### src/rtl/chart_play_settings.svh
`ifndef CHART_PLAY_SETTINGS_SVH
`define CHART_PLAY_SETTINGS_SVH
`default_nettype none

// Chart geometry
`define CHART_LEN 64
`define CHART_AW 6

// Tick periods in prog_clk cycles
`define COUNT_TICKS 48
`define SCAN_TICKS 24
`define NOTE_SCANS 4

// Points per scan
`define HIT_NOW_PTS 5
`define HIT_LATE1_PTS 3
`define HIT_LATE2_PTS 2
`define AUTO_PTS 4
`define MAX_PTS 5

// APB map, registers sit just above the chart words
`define APB_AW 8
`define APB_DW 32
`define ADDR_NOTE_CNT 8'h40
`define ADDR_CTRL 8'h41
`define ADDR_SCORE 8'h42
`define ADDR_STATUS 8'h43

`default_nettype wire
`endif

### src/rtl/chart_play_pkg.sv
`include "chart_play_settings.svh"
`default_nettype none

package chart_play_pkg;

    typedef logic [`CHART_AW-1:0] chart_addr_t;
    // One extra bit so a full chart can be counted
    typedef logic [`CHART_AW:0] note_cnt_t;
    typedef logic [`APB_AW-1:0] apb_addr_t;
    typedef logic [`APB_DW-1:0] apb_data_t;

    typedef struct packed {
        logic       oct_down;
        logic       oct_up;
        logic [6:0] keys;     // One-hot, C on bit 0
    } note_t;

    typedef logic [13:0] score_t;

    typedef enum logic [1:0] {
        IDLE,
        COUNTDOWN,
        PLAYING,
        DONE
    } play_state_e;

    // APB address decode result
    typedef enum logic [2:0] {
        SEL_CHART,
        SEL_NOTE_CNT,
        SEL_CTRL,
        SEL_SCORE,
        SEL_STATUS,
        SEL_NONE
    } reg_sel_e;

    typedef struct packed {
        logic        valid;
        logic        write;
        chart_addr_t addr;
        note_t       wdata;
    } mem_req_t;

    typedef struct packed {
        logic      start;
        logic      auto_play;
        note_cnt_t note_cnt;
    } play_ctrl_t;

endpackage

`default_nettype wire

### src/rtl/chart_ram_arbiter.sv
`include "chart_play_settings.svh"
`default_nettype none

module chart_ram_arbiter import chart_play_pkg::*; (
    input  logic     prog_clk,
    input  logic     rst,
    input  mem_req_t apb_req,
    input  mem_req_t seq_req,
    input  mem_req_t judge_req,
    output logic     apb_gnt,
    output logic     seq_gnt,
    output logic     judge_gnt,
    output note_t    rdata
);

    note_t    chart_mem [`CHART_LEN];
    mem_req_t sel_req;

    // Fixed priority: host port, then sequencer, then judge
    always_comb begin
        apb_gnt   = apb_req.valid;
        seq_gnt   = seq_req.valid && !apb_req.valid;
        judge_gnt = judge_req.valid && !apb_req.valid && !seq_req.valid;
        if (apb_gnt) begin
            sel_req = apb_req;
        end else if (seq_gnt) begin
            sel_req = seq_req;
        end else begin
            sel_req = judge_req;
        end
    end

    always_ff @(posedge prog_clk) begin
        if (sel_req.valid && sel_req.write) begin
            chart_mem[sel_req.addr] <= sel_req.wdata;
        end
    end

    // Read data shows up the cycle after the grant
    always_ff @(posedge prog_clk or posedge rst) begin
        if (rst) begin
            rdata <= '0;
        end else if (sel_req.valid && !sel_req.write) begin
            rdata <= chart_mem[sel_req.addr];
        end
    end

endmodule

`default_nettype wire

### src/rtl/apb_chart_port.sv
`include "chart_play_settings.svh"
`default_nettype none

module chart_apb_port import chart_play_pkg::*; (
    input  logic        prog_clk,
    input  logic        rst,
    input  logic        psel,
    input  logic        penable,
    input  logic        pwrite,
    input  apb_addr_t   paddr,
    input  apb_data_t   pwdata,
    output apb_data_t   prdata,
    output logic        pready,
    output logic        pslverr,
    output mem_req_t    mem_req,
    input  logic        mem_gnt,
    input  note_t       mem_rdata,
    output play_ctrl_t  ctrl,
    input  play_state_e state,
    input  score_t      score,
    input  score_t      max_score
);

    reg_sel_e  sel;
    logic      access;
    logic      wr_done;
    note_cnt_t cnt_wr;

    always_comb begin
        case (paddr)
            `ADDR_NOTE_CNT: sel = SEL_NOTE_CNT;
            `ADDR_CTRL:     sel = SEL_CTRL;
            `ADDR_SCORE:    sel = SEL_SCORE;
            `ADDR_STATUS:   sel = SEL_STATUS;
            default:        sel = (paddr < `CHART_LEN) ? SEL_CHART : SEL_NONE;
        endcase
    end

    assign access  = psel && penable;
    assign wr_done = access && pready && pwrite;

    // Chart accesses wait here until the arbiter grants them
    assign mem_req = '{valid: access && (sel == SEL_CHART) && !pready,
                       write: pwrite,
                       addr:  paddr[`CHART_AW-1:0],
                       wdata: note_t'(pwdata[$bits(note_t)-1:0])};

    always_ff @(posedge prog_clk or posedge rst) begin
        if (rst) begin
            pready  <= 1'b0;
            pslverr <= 1'b0;
        end else if (pready) begin
            pready  <= 1'b0;
            pslverr <= 1'b0;
        end else if (access) begin
            pready  <= (sel != SEL_CHART) || mem_gnt;
            pslverr <= (sel == SEL_NONE);
        end
    end

    // Note count saturates at the chart size
    assign cnt_wr = (pwdata > `CHART_LEN) ? note_cnt_t'(`CHART_LEN) : pwdata[`CHART_AW:0];

    always_ff @(posedge prog_clk or posedge rst) begin
        if (rst) begin
            ctrl <= '0;
        end else begin
            ctrl.start <= 1'b0;
            if (wr_done && sel == SEL_NOTE_CNT) begin
                ctrl.note_cnt <= cnt_wr;
            end
            // Start only from a stopped engine
            if (wr_done && sel == SEL_CTRL && pwdata[0] && (state == IDLE || state == DONE)) begin
                ctrl.start     <= 1'b1;
                ctrl.auto_play <= pwdata[1];
            end
        end
    end

    always_comb begin
        case (sel)
            SEL_CHART:    prdata = apb_data_t'(mem_rdata);
            SEL_NOTE_CNT: prdata = apb_data_t'(ctrl.note_cnt);
            SEL_CTRL:     prdata = apb_data_t'({ctrl.auto_play, 1'b0});
            SEL_SCORE:    prdata = {16'(max_score), 16'(score)};
            SEL_STATUS:   prdata = apb_data_t'(state);
            default:      prdata = '0;
        endcase
    end

endmodule

`default_nettype wire

### src/rtl/note_sequencer.sv
`include "chart_play_settings.svh"
`default_nettype none

module note_sequencer import chart_play_pkg::*; (
    input  logic        prog_clk,
    input  logic        rst,
    input  play_ctrl_t  ctrl,
    input  note_t       keys,
    output mem_req_t    mem_req,
    input  logic        mem_gnt,
    input  note_t       mem_rdata,
    output play_state_e state,
    output logic [1:0]  count_digit,
    output chart_addr_t note_idx,
    output logic        note_step,
    output logic        scan_tick,
    output note_t       played_note,
    output logic        note_valid,
    output logic [7:0]  led
);

    localparam int TICK_MAX = (`COUNT_TICKS > `SCAN_TICKS) ? `COUNT_TICKS : `SCAN_TICKS;
    localparam int TW = $clog2(TICK_MAX);
    localparam int SW = $clog2(`NOTE_SCANS);

    logic [TW-1:0] tick_cnt;
    logic [SW-1:0] scan_idx;
    logic          note_end;
    logic          fetch_pend;
    logic          rd_wait;

    // Octave LED lights for either shift
    function automatic logic [7:0] note_led(input note_t n);
        logic [7:0] l;
        l    = '0;
        l[0] = n.oct_down | n.oct_up;
        for (int i = 0; i < 7; i++) begin
            l[7 - i] = n.keys[i];
        end
        return l;
    endfunction

    assign scan_tick = (state == PLAYING) && (tick_cnt == TW'(`SCAN_TICKS - 1));
    assign note_end  = scan_tick && (scan_idx == SW'(`NOTE_SCANS - 1));
    assign note_step = (state == PLAYING) && (tick_cnt == '0) && (scan_idx == '0);

    always_ff @(posedge prog_clk or posedge rst) begin
        if (rst) begin
            state       <= IDLE;
            count_digit <= 2'd0;
            tick_cnt    <= '0;
            scan_idx    <= '0;
            note_idx    <= '0;
        end else if (ctrl.start) begin
            state       <= COUNTDOWN;
            count_digit <= 2'd3;
            tick_cnt    <= '0;
            scan_idx    <= '0;
            note_idx    <= '0;
        end else begin
            case (state)
                COUNTDOWN: begin
                    if (tick_cnt == TW'(`COUNT_TICKS - 1)) begin
                        tick_cnt    <= '0;
                        count_digit <= count_digit - 2'd1;
                        if (count_digit == 2'd1) begin
                            state <= (ctrl.note_cnt == '0) ? DONE : PLAYING;
                        end
                    end else begin
                        tick_cnt <= tick_cnt + 1'b1;
                    end
                end
                PLAYING: begin
                    if (scan_tick) begin
                        tick_cnt <= '0;
                        scan_idx <= note_end ? '0 : scan_idx + 1'b1;
                        if (note_end) begin
                            note_idx <= note_idx + 1'b1;
                            if (note_cnt_t'(note_idx) + 1'b1 == ctrl.note_cnt) begin
                                state <= DONE;
                            end
                        end
                    end else begin
                        tick_cnt <= tick_cnt + 1'b1;
                    end
                end
                default: tick_cnt <= '0;
            endcase
        end
    end

    assign mem_req = '{valid: fetch_pend, write: 1'b0, addr: note_idx, wdata: '0};

    // Fetch at the step, present the note once the read returns
    always_ff @(posedge prog_clk or posedge rst) begin
        if (rst) begin
            fetch_pend  <= 1'b0;
            rd_wait     <= 1'b0;
            note_valid  <= 1'b0;
            played_note <= '0;
            led         <= '0;
        end else begin
            note_valid <= 1'b0;
            rd_wait    <= mem_gnt;
            if (note_step) begin
                fetch_pend <= 1'b1;
            end else if (mem_gnt) begin
                fetch_pend <= 1'b0;
            end
            if (rd_wait) begin
                note_valid  <= 1'b1;
                played_note <= ctrl.auto_play ? mem_rdata : keys;
                led         <= note_led(mem_rdata);
            end
        end
    end

endmodule

`default_nettype wire

### src/rtl/score_judge.sv
`include "chart_play_settings.svh"
`default_nettype none

module score_judge import chart_play_pkg::*; (
    input  logic        prog_clk,
    input  logic        rst,
    input  play_ctrl_t  ctrl,
    input  play_state_e state,
    input  logic        scan_tick,
    input  chart_addr_t note_idx,
    input  note_t       keys,
    output mem_req_t    mem_req,
    input  logic        mem_gnt,
    input  note_t       mem_rdata,
    output score_t      score,
    output score_t      max_score
);

    logic        pend;
    logic        rd_wait;
    chart_addr_t addr_q;
    note_t       key_q;
    // Two previous pressed samples, newest first
    note_t       hist0;
    note_t       hist1;

    assign mem_req = '{valid: pend, write: 1'b0, addr: addr_q, wdata: '0};

    // Scan snapshot of chart index and keys
    always_ff @(posedge prog_clk) begin
        if (scan_tick) begin
            addr_q <= note_idx;
            key_q  <= keys;
        end
    end

    always_ff @(posedge prog_clk or posedge rst) begin
        if (rst) begin
            pend      <= 1'b0;
            rd_wait   <= 1'b0;
            hist0     <= '0;
            hist1     <= '0;
            score     <= '0;
            max_score <= '0;
        end else if (ctrl.start) begin
            pend      <= 1'b0;
            rd_wait   <= 1'b0;
            hist0     <= '0;
            hist1     <= '0;
            score     <= '0;
            max_score <= '0;
        end else begin
            rd_wait <= mem_gnt;
            if (state == PLAYING && scan_tick) begin
                pend <= 1'b1;
            end else if (mem_gnt) begin
                pend <= 1'b0;
            end
            // Empty chart entries are not scored
            if (rd_wait && mem_rdata.keys != '0) begin
                max_score <= max_score + score_t'(`MAX_PTS);
                if (ctrl.auto_play) begin
                    score <= score + score_t'(`AUTO_PTS);
                end else if (key_q.keys != '0) begin
                    hist0 <= key_q;
                    hist1 <= hist0;
                    if (mem_rdata == key_q) begin
                        score <= score + score_t'(`HIT_NOW_PTS);
                    end else if (mem_rdata == hist0) begin
                        score <= score + score_t'(`HIT_LATE1_PTS);
                    end else if (mem_rdata == hist1) begin
                        score <= score + score_t'(`HIT_LATE2_PTS);
                    end
                end
            end
        end
    end

endmodule

`default_nettype wire

### src/rtl/chart_player_top.sv
`default_nettype none

module chart_player_top import chart_play_pkg::*; (
    input  logic       prog_clk,
    input  logic       rst,
    input  logic       psel,
    input  logic       penable,
    input  logic       pwrite,
    input  apb_addr_t  paddr,
    input  apb_data_t  pwdata,
    output apb_data_t  prdata,
    output logic       pready,
    output logic       pslverr,
    input  note_t      keys,
    output note_t      played_note,
    output logic       note_valid,
    output logic [7:0] led,
    output logic [1:0] count_digit
);

    mem_req_t    apb_req;
    mem_req_t    seq_req;
    mem_req_t    judge_req;
    logic        apb_gnt;
    logic        seq_gnt;
    logic        judge_gnt;
    note_t       rdata;
    play_ctrl_t  ctrl;
    play_state_e state;
    score_t      score;
    score_t      max_score;
    chart_addr_t note_idx;
    logic        scan_tick;

    chart_ram_arbiter u_arbiter (
        .prog_clk  (prog_clk),
        .rst       (rst),
        .apb_req   (apb_req),
        .seq_req   (seq_req),
        .judge_req (judge_req),
        .apb_gnt   (apb_gnt),
        .seq_gnt   (seq_gnt),
        .judge_gnt (judge_gnt),
        .rdata     (rdata)
    );

    chart_apb_port u_apb (
        .prog_clk  (prog_clk),
        .rst       (rst),
        .psel      (psel),
        .penable   (penable),
        .pwrite    (pwrite),
        .paddr     (paddr),
        .pwdata    (pwdata),
        .prdata    (prdata),
        .pready    (pready),
        .pslverr   (pslverr),
        .mem_req   (apb_req),
        .mem_gnt   (apb_gnt),
        .mem_rdata (rdata),
        .ctrl      (ctrl),
        .state     (state),
        .score     (score),
        .max_score (max_score)
    );

    note_sequencer u_seq (
        .prog_clk    (prog_clk),
        .rst         (rst),
        .ctrl        (ctrl),
        .keys        (keys),
        .mem_req     (seq_req),
        .mem_gnt     (seq_gnt),
        .mem_rdata   (rdata),
        .state       (state),
        .count_digit (count_digit),
        .note_idx    (note_idx),
        .note_step   (),
        .scan_tick   (scan_tick),
        .played_note (played_note),
        .note_valid  (note_valid),
        .led         (led)
    );

    score_judge u_judge (
        .prog_clk  (prog_clk),
        .rst       (rst),
        .ctrl      (ctrl),
        .state     (state),
        .scan_tick (scan_tick),
        .note_idx  (note_idx),
        .keys      (keys),
        .mem_req   (judge_req),
        .mem_gnt   (judge_gnt),
        .mem_rdata (rdata),
        .score     (score),
        .max_score (max_score)
    );

endmodule

`default_nettype wire

### config.mk
export PLATFORM = sky130hd
export DESIGN_NAME = chart_player_top
export DESIGN_NICKNAME = d
export VERILOG_FILES = /design/src/rtl/chart_play_pkg.sv /design/src/rtl/chart_ram_arbiter.sv /design/src/rtl/apb_chart_port.sv /design/src/rtl/note_sequencer.sv /design/src/rtl/score_judge.sv /design/src/rtl/chart_player_top.sv
export VERILOG_INCLUDE_DIRS = /design/src /design/src/rtl
export SDC_FILE = /design/constraint.sdc
export NUM_CORES = 1
export LEC_CHECK = 0
export BUFFER_PORTS_ARGS = -buffer_cell sky130_fd_sc_hd__buf_2
export CAP_MARGIN = 20
export CORE_MARGIN = 3
export CORE_UTILIZATION = 50
export CTS_CLUSTER_SIZE = 8
export DETAILED_ROUTE_END_ITERATION = 10
export PLACE_DENSITY = 0.77
export SYNTH_ARGS = -nofsm -noshare
export SYNTH_HDL_FRONTEND = slang
export SYNTH_SLANG_ARGS = --single-unit
### constraint.sdc
create_clock -name prog_clk -period 9.65 [get_ports prog_clk]
set_clock_uncertainty 0.15 [all_clocks]
set_input_delay 1.93 -clock prog_clk [delete_from_list [all_inputs] [get_ports prog_clk]]
set_output_delay 1.93 -clock prog_clk [all_outputs]
set_load 0.02 [all_outputs]
---- After elaboration in Yosys (flattened, before gate mapping) ----
Memory sizes are Yosys's and may differ from the RTL's. A register that Yosys moved wholly into a read port is not among the register bits.
Cells that the tools add are included.
word-level totals
  bits in writable memories ............... 576
  input port bits ......................... 54
  output and inout port bits .............. 54
  memories kept ........................... 1
  logic and storage cells ................. 185
  register bits after elaboration ......... 112
memories
  memory               words  width  rd ports  clocked after memory_dff  write ports  RTL line                 source
  u_arbiter.chart_mem  64     9      1         1                         1            chart_ram_arbiter.sv:16  note_t chart_mem [`CHART_LEN];
operators by class
  mux-type cells .......................... 61
  $add $sub $neg .......................... 10
  order comparisons ....................... 2
  eq/ne operators ......................... 26
  reductions and logical operators ........ 53
  bitwise operators ....................... 1
operators with widths
  kind                   count
  $pmux 30 s5            1
  $mux 14                9
  $mux 9                 9
  $add 14x3->14 const B  3
  $mux 6                 7
  $mux 17                2
  $eq 8x7->1 const B     4
  $gt 32x7->1 const B    1
  $add 14x2->14 const B  2
  $mux 2                 14
  $eq 9x9->1             3
  $logic_and 1x1->1      20
  $reduce_bool 2->1      9
  $mux 1                 14
  $reduce_bool 7->1      2
  $add 6x1->6 const B    2
  $pmux 3 s4             1
  $pmux 6 s2             1
  $reduce_bool 3->1      4
  $ne 3x2->1 const B     3
  $reduce_and 3->1       3
  $lt 8x7->1 const B     1
  $add 6x1->7 const B    1
  $eq 7x7->1             1
  24 further kinds       36

---- Longest topological paths before layout ----
  word-level depth ........................ 13
  mapped depth ............................ 11
  mapped depth without buffers ............ 10

---- By module ----
From an unflattened synthesis, not the netlist that was laid out.
unflattened totals
  cell total of the unflattened synthesis .. 2,121
  area total of the unflattened synthesis .. 29,741.0 um^2
by module, submodules not included
  module             times used  area an instance (um^2)  cells an instance  sequential area each (um^2)
  chart_ram_arbiter  1           23,233.5                 1,471              17,521.8
  score_judge        1           3,338.2                  311                1,651.6
  note_sequencer     1           2,118.3                  208                950.9
  chart_apb_port     1           1,051.0                  131                275.3

---- Worst setup path before layout ----
OpenSTA, ideal clock, no wires.
  path type ............................... input to register
  from .................................... input port paddr[7]
  to ...................................... memory u_arbiter.chart_mem[0][6] (netlist name), data pin
  path slack .............................. 4.032 ns
  library setup time ...................... 0.681 ns
  stages .................................. 3
  required time ........................... 8.819 ns
  path buffers ............................ 1
  arrival ................................. 4.787 ns
  cells stage by stage .................... or2_1 > buf_2 > nor3_1
RTL lines
  item             RTL line                 source
  start, declared  chart_player_top.sv:9    input apb_addr_t paddr,
  end, declared    chart_ram_arbiter.sv:16

---- Worst setup path in the final report ----
  from .................................... input port paddr[2]
  to ...................................... output port prdata[5]
on the way
  cells in the longest elaborated chain, start to end .. 5
  elaborated cells on any way between the ends .. 13
  classes of those cells .................. order compare: 1; eq/ne: 8; mux: 3; reduce/logical: 1
ends and longest elaborated chain
  item                                RTL line                source
  $lt 8x7->1 (no line)                -
  $mux 3                              apb_chart_port.sv:35    default: sel = (paddr < `CHART_LEN) ? SEL_CHART : SEL_NONE;
  $pmux 3 s4 *                        apb_chart_port.sv:30    case (paddr)
  $eq 3x3->1 (tied with other cells)  apb_chart_port.sv:81    case (sel)
  $pmux 30 s5 *                       apb_chart_port.sv:81
  end, declared                       chart_player_top.sv:11  output apb_data_t prdata,
Every way passes the cells marked *; elsewhere a longest branch is shown, timed or not.

==> flow_summary.toml <==
[sta]
worst_slew_pin_slew_ns = 1.038
clock.fmax_mhz = 175.1
hold_viol = 0
fin_crit_sh_pct = 59.18
report.final.slew_viol_count = 0
tns_ns = 0
min_period_ns = 5.711
rsz0062_at_grt = "no"
final-setup-viol-count = 0
max-slew-margin-rel_pct = 30.77
worst_slack_ns = 3.939

[logic_synthesis]
synth_edf_count = 591
synth-seq-cells = 697
dominantRegCellSynth = "edfxtp_1"
syn_inst = 1831
syn_area_um2 = 27710
yosys_warnings = 0
yosysUniqueCellTypes = 68
synthArstFlopShare_pct = 15.21
syn_avg_cell_area_um2 = 15.13
ys_seq_area_share_pct = 73.61

[drt]
met1_length_mm = 26.80
route.met3.wl_mm = 8.871
drt_iter0_drc = 3343
final_antenna_net_count = 0
drc = 0
wl_per_cell_um = 26.44
vias = 17850
topRoutingLayerUsed = "met4"
route.met2.wl_mm = 34.58
viasPerCell = 6.513
firstDrtPassIters = 10
drt-total-wl_mm = 72.44

[cells_and_area]
final_cell_mix = "591 x edfxtp_1, 157 x nor2_1, 145 x a22oi_1"
final_util_pct = 58.24
final_net_count = 2024
final_common_cell = "edfxtp_1"
antenna-diode-count = 0
syn_to_final_growth_pct = 14.22
drive_above_1_share_pct = 14.19

[die]
die_h_um = 241.4
num_rows = 85
coreArea_um2 = 54350
start_util_pct = 50.99
design.die.area_um2 = 58280
num_io_pins = 108
die_x_um = 241.4

[clock_tree]
post_cts_buffers = 0
clockBufferDepth = 3
numCtsBuffers = 97
htreeDepth = 3
cts_tree = "yes"
cts_resized = 0
hold_buffers = 0
clk_pin_slew_ns = 0.05
clock_sinks = 697
clkLatencyLatePin_ns = 0.65
cts-root-buf = "clkbuf_16"

[global_routing]
grt_pass1_wl_mm = 107.8
grt_pass1_vias = 17450
antenna_found_initial = 0
grt_max_degree = 65
grt_overflow = 0
globalRouteTotalUtil_pct = 24.78

[placement]
port-buffer-count = 103
gp_congestion = 0.9041
pre_cts_slack_ns = 3.698
dp_hpwl_mm = 42.50

[worst_setup_path]
crit_path_frequent_cell = "buf_2"
crit_path_max_incr_delay_ns = 0.43
rrSetupSlack_ns = 5.05
rr_startpoint = "u_seq.fetch_pend"
required_ns = 7.57
crit_slowest_cell = "or2_2"
crit_path_cell_trace = "buf_2 -> nor4_1 -> nand3b_1 -> or2_2 -> o21ai_0 -> buf_2"
cp-endpoint = "prdata[5]"
cp-end-kind = "primary output"
crit_path_start = "paddr[2]"
path_max_fanout = 9
critPathTopFamily = "simple AND/OR/NAND/NOR gates"
rr_endpoint = "u_arbiter.chart_mem[9][6]"
startpoint_type = "primary input"
cp_num_buf_inv = 2
reg2reg_depth = 6
cp.arrival_ns = 3.63
path_depth = 6
worstSetupPathType = "primary input to primary output"

[power]
leakagePower_nw = 10.64
ir_worst_vdd_v = 0.0001391
power_density_nw_per_um2 = 221.4
power_mw = 7.009

[hold_path]
hold_class = "flop to flop"

[outcome]
status = "completed"

[job]
max_cap_viol_count = 0
[cell usage after synthesis, types with 3 or more instances]
cell type	count	share of area, %
nor4_1	21	0.47
a222oi_1	72	2.6
nand2_1	128	1.7
buf_6	4	0.16
a41oi_1	28	0.88
nor4b_1	6	0.19
a22o_1	19	0.60
inv_1	27	0.37
o31ai_1	3	0.081
nand3_1	13	0.23
o21ai_0	17	0.31
mux2_2	13	0.53
nor2b_1	4	0.090
clkbuf_1	47	0.64
o211ai_1	3	0.081
buf_4	8	0.22
nand3b_1	3	0.081
mux2i_1	41	1.5
nor2_1	157	2.1
a31oi_1	6	0.14
nand4b_1	3	0.095
or3_1	11	0.25
nor3_1	11	0.20
xnor2_1	27	0.85
a22oi_1	145	3.9
nand4_1	64	1.4
buf_1	6	0.081
a221oi_1	10	0.32
xor2_1	36	1.1
and2_1	21	0.47
buf_2	48	0.87
ha_1	16	0.72
edfxtp_1	591	64
a21oi_1	55	0.99
mux2i_2	3	0.15
and3_1	16	0.36
nor3b_1	3	0.081
dfrtp_1	106	9.6
[power by group]
part | total (mW) | internal [mW] | switching, mW
sequential | 3.44 | 3.30 | 0.133
clock | 3.07 | 1.85 | 1.22
combinational | 0.507 | 0.187 | 0.320
[registers in the layout (all words and copies together), names as in the netlist, 2 cells and up]
signal	cells
u_arbiter.chart_mem	576
u_judge.max_score	14
u_judge.score	14
u_apb.ctrl	9
u_arbiter.rdata	9
u_judge.hist0	9
u_judge.hist1	9
u_judge.key_q	9
u_seq.played_note	9
u_seq.led	8
u_judge.addr_q	6
u_seq.note_idx	6
u_seq.tick_cnt	6
u_seq.count_digit	2
u_seq.scan_idx	2
u_seq.state	2
[stage by stage]
| stage | area, um^2 | hold WS (ns) | instances |
|---|---|---|---|
| after floorplan | 27720 | 0.2019 | 1834 |
| after global placement | 28900 | 0.3198 | 2591 |
| after detailed placement | 28900 | 0.3369 | 2591 |
| after CTS | 31630 | 0.3459 | 2737 |
| after global routing | 31650 | 0.3551 | 2740 |
| final | 31650 | 0.3464 | 2740 |
[cell families after synthesis]
family                   count (synthesis)  synth area share, %
multiplexers                            58                2.239
XOR/XNOR                                63                1.991
AO/OA/AOI/OAI                          378                10.65
flip-flops                             697                73.61
other                                    1              0.01353
buffers and inverters                  140                2.330
AND/OR/NAND/NOR                        478                8.439
adder cells (fa/ha/maj)                 16               0.7224
[metal layers]
metal	vias up	global-route usage, %
met5	-	0
met4	0	8.075
met3	186	6.580
met2	1342	39.57
met1	8813	33.52
li1	7504	-
[worst min-delay path by stage]
stage,startpoint,end,slack (ns),cells after the start
6_report,u_seq.tick_cnt[0],u_seq.tick_cnt[0],0.35,1
5_1_grt,u_seq.led[6],u_seq.led[6],0.36,1
4_1_cts,u_seq.tick_cnt[0],u_seq.tick_cnt[0],0.35,1
3_5_place_dp,u_seq.tick_cnt[0],u_seq.tick_cnt[0],0.34,1
3_3_place_gp,u_seq.tick_cnt[0],u_seq.tick_cnt[0],0.32,1
2_1_floorplan,u_seq.rd_wait,u_seq.note_valid,0.20,0
[final cells by class]
type | instances | area, um^2
Clock buffer | 139 | 2606
Clock inverter | 7 | 126.4
Timing Repair Buffer | 134 | 745.7
Sequential cell | 697 | 20400
Fill cell | 3943 | 22690
Tap cell | 739 | 924.6
Multi-Input combinational cell | 997 | 6744
Inverter | 27 | 103.9
(Power assumes the default switching activity.)
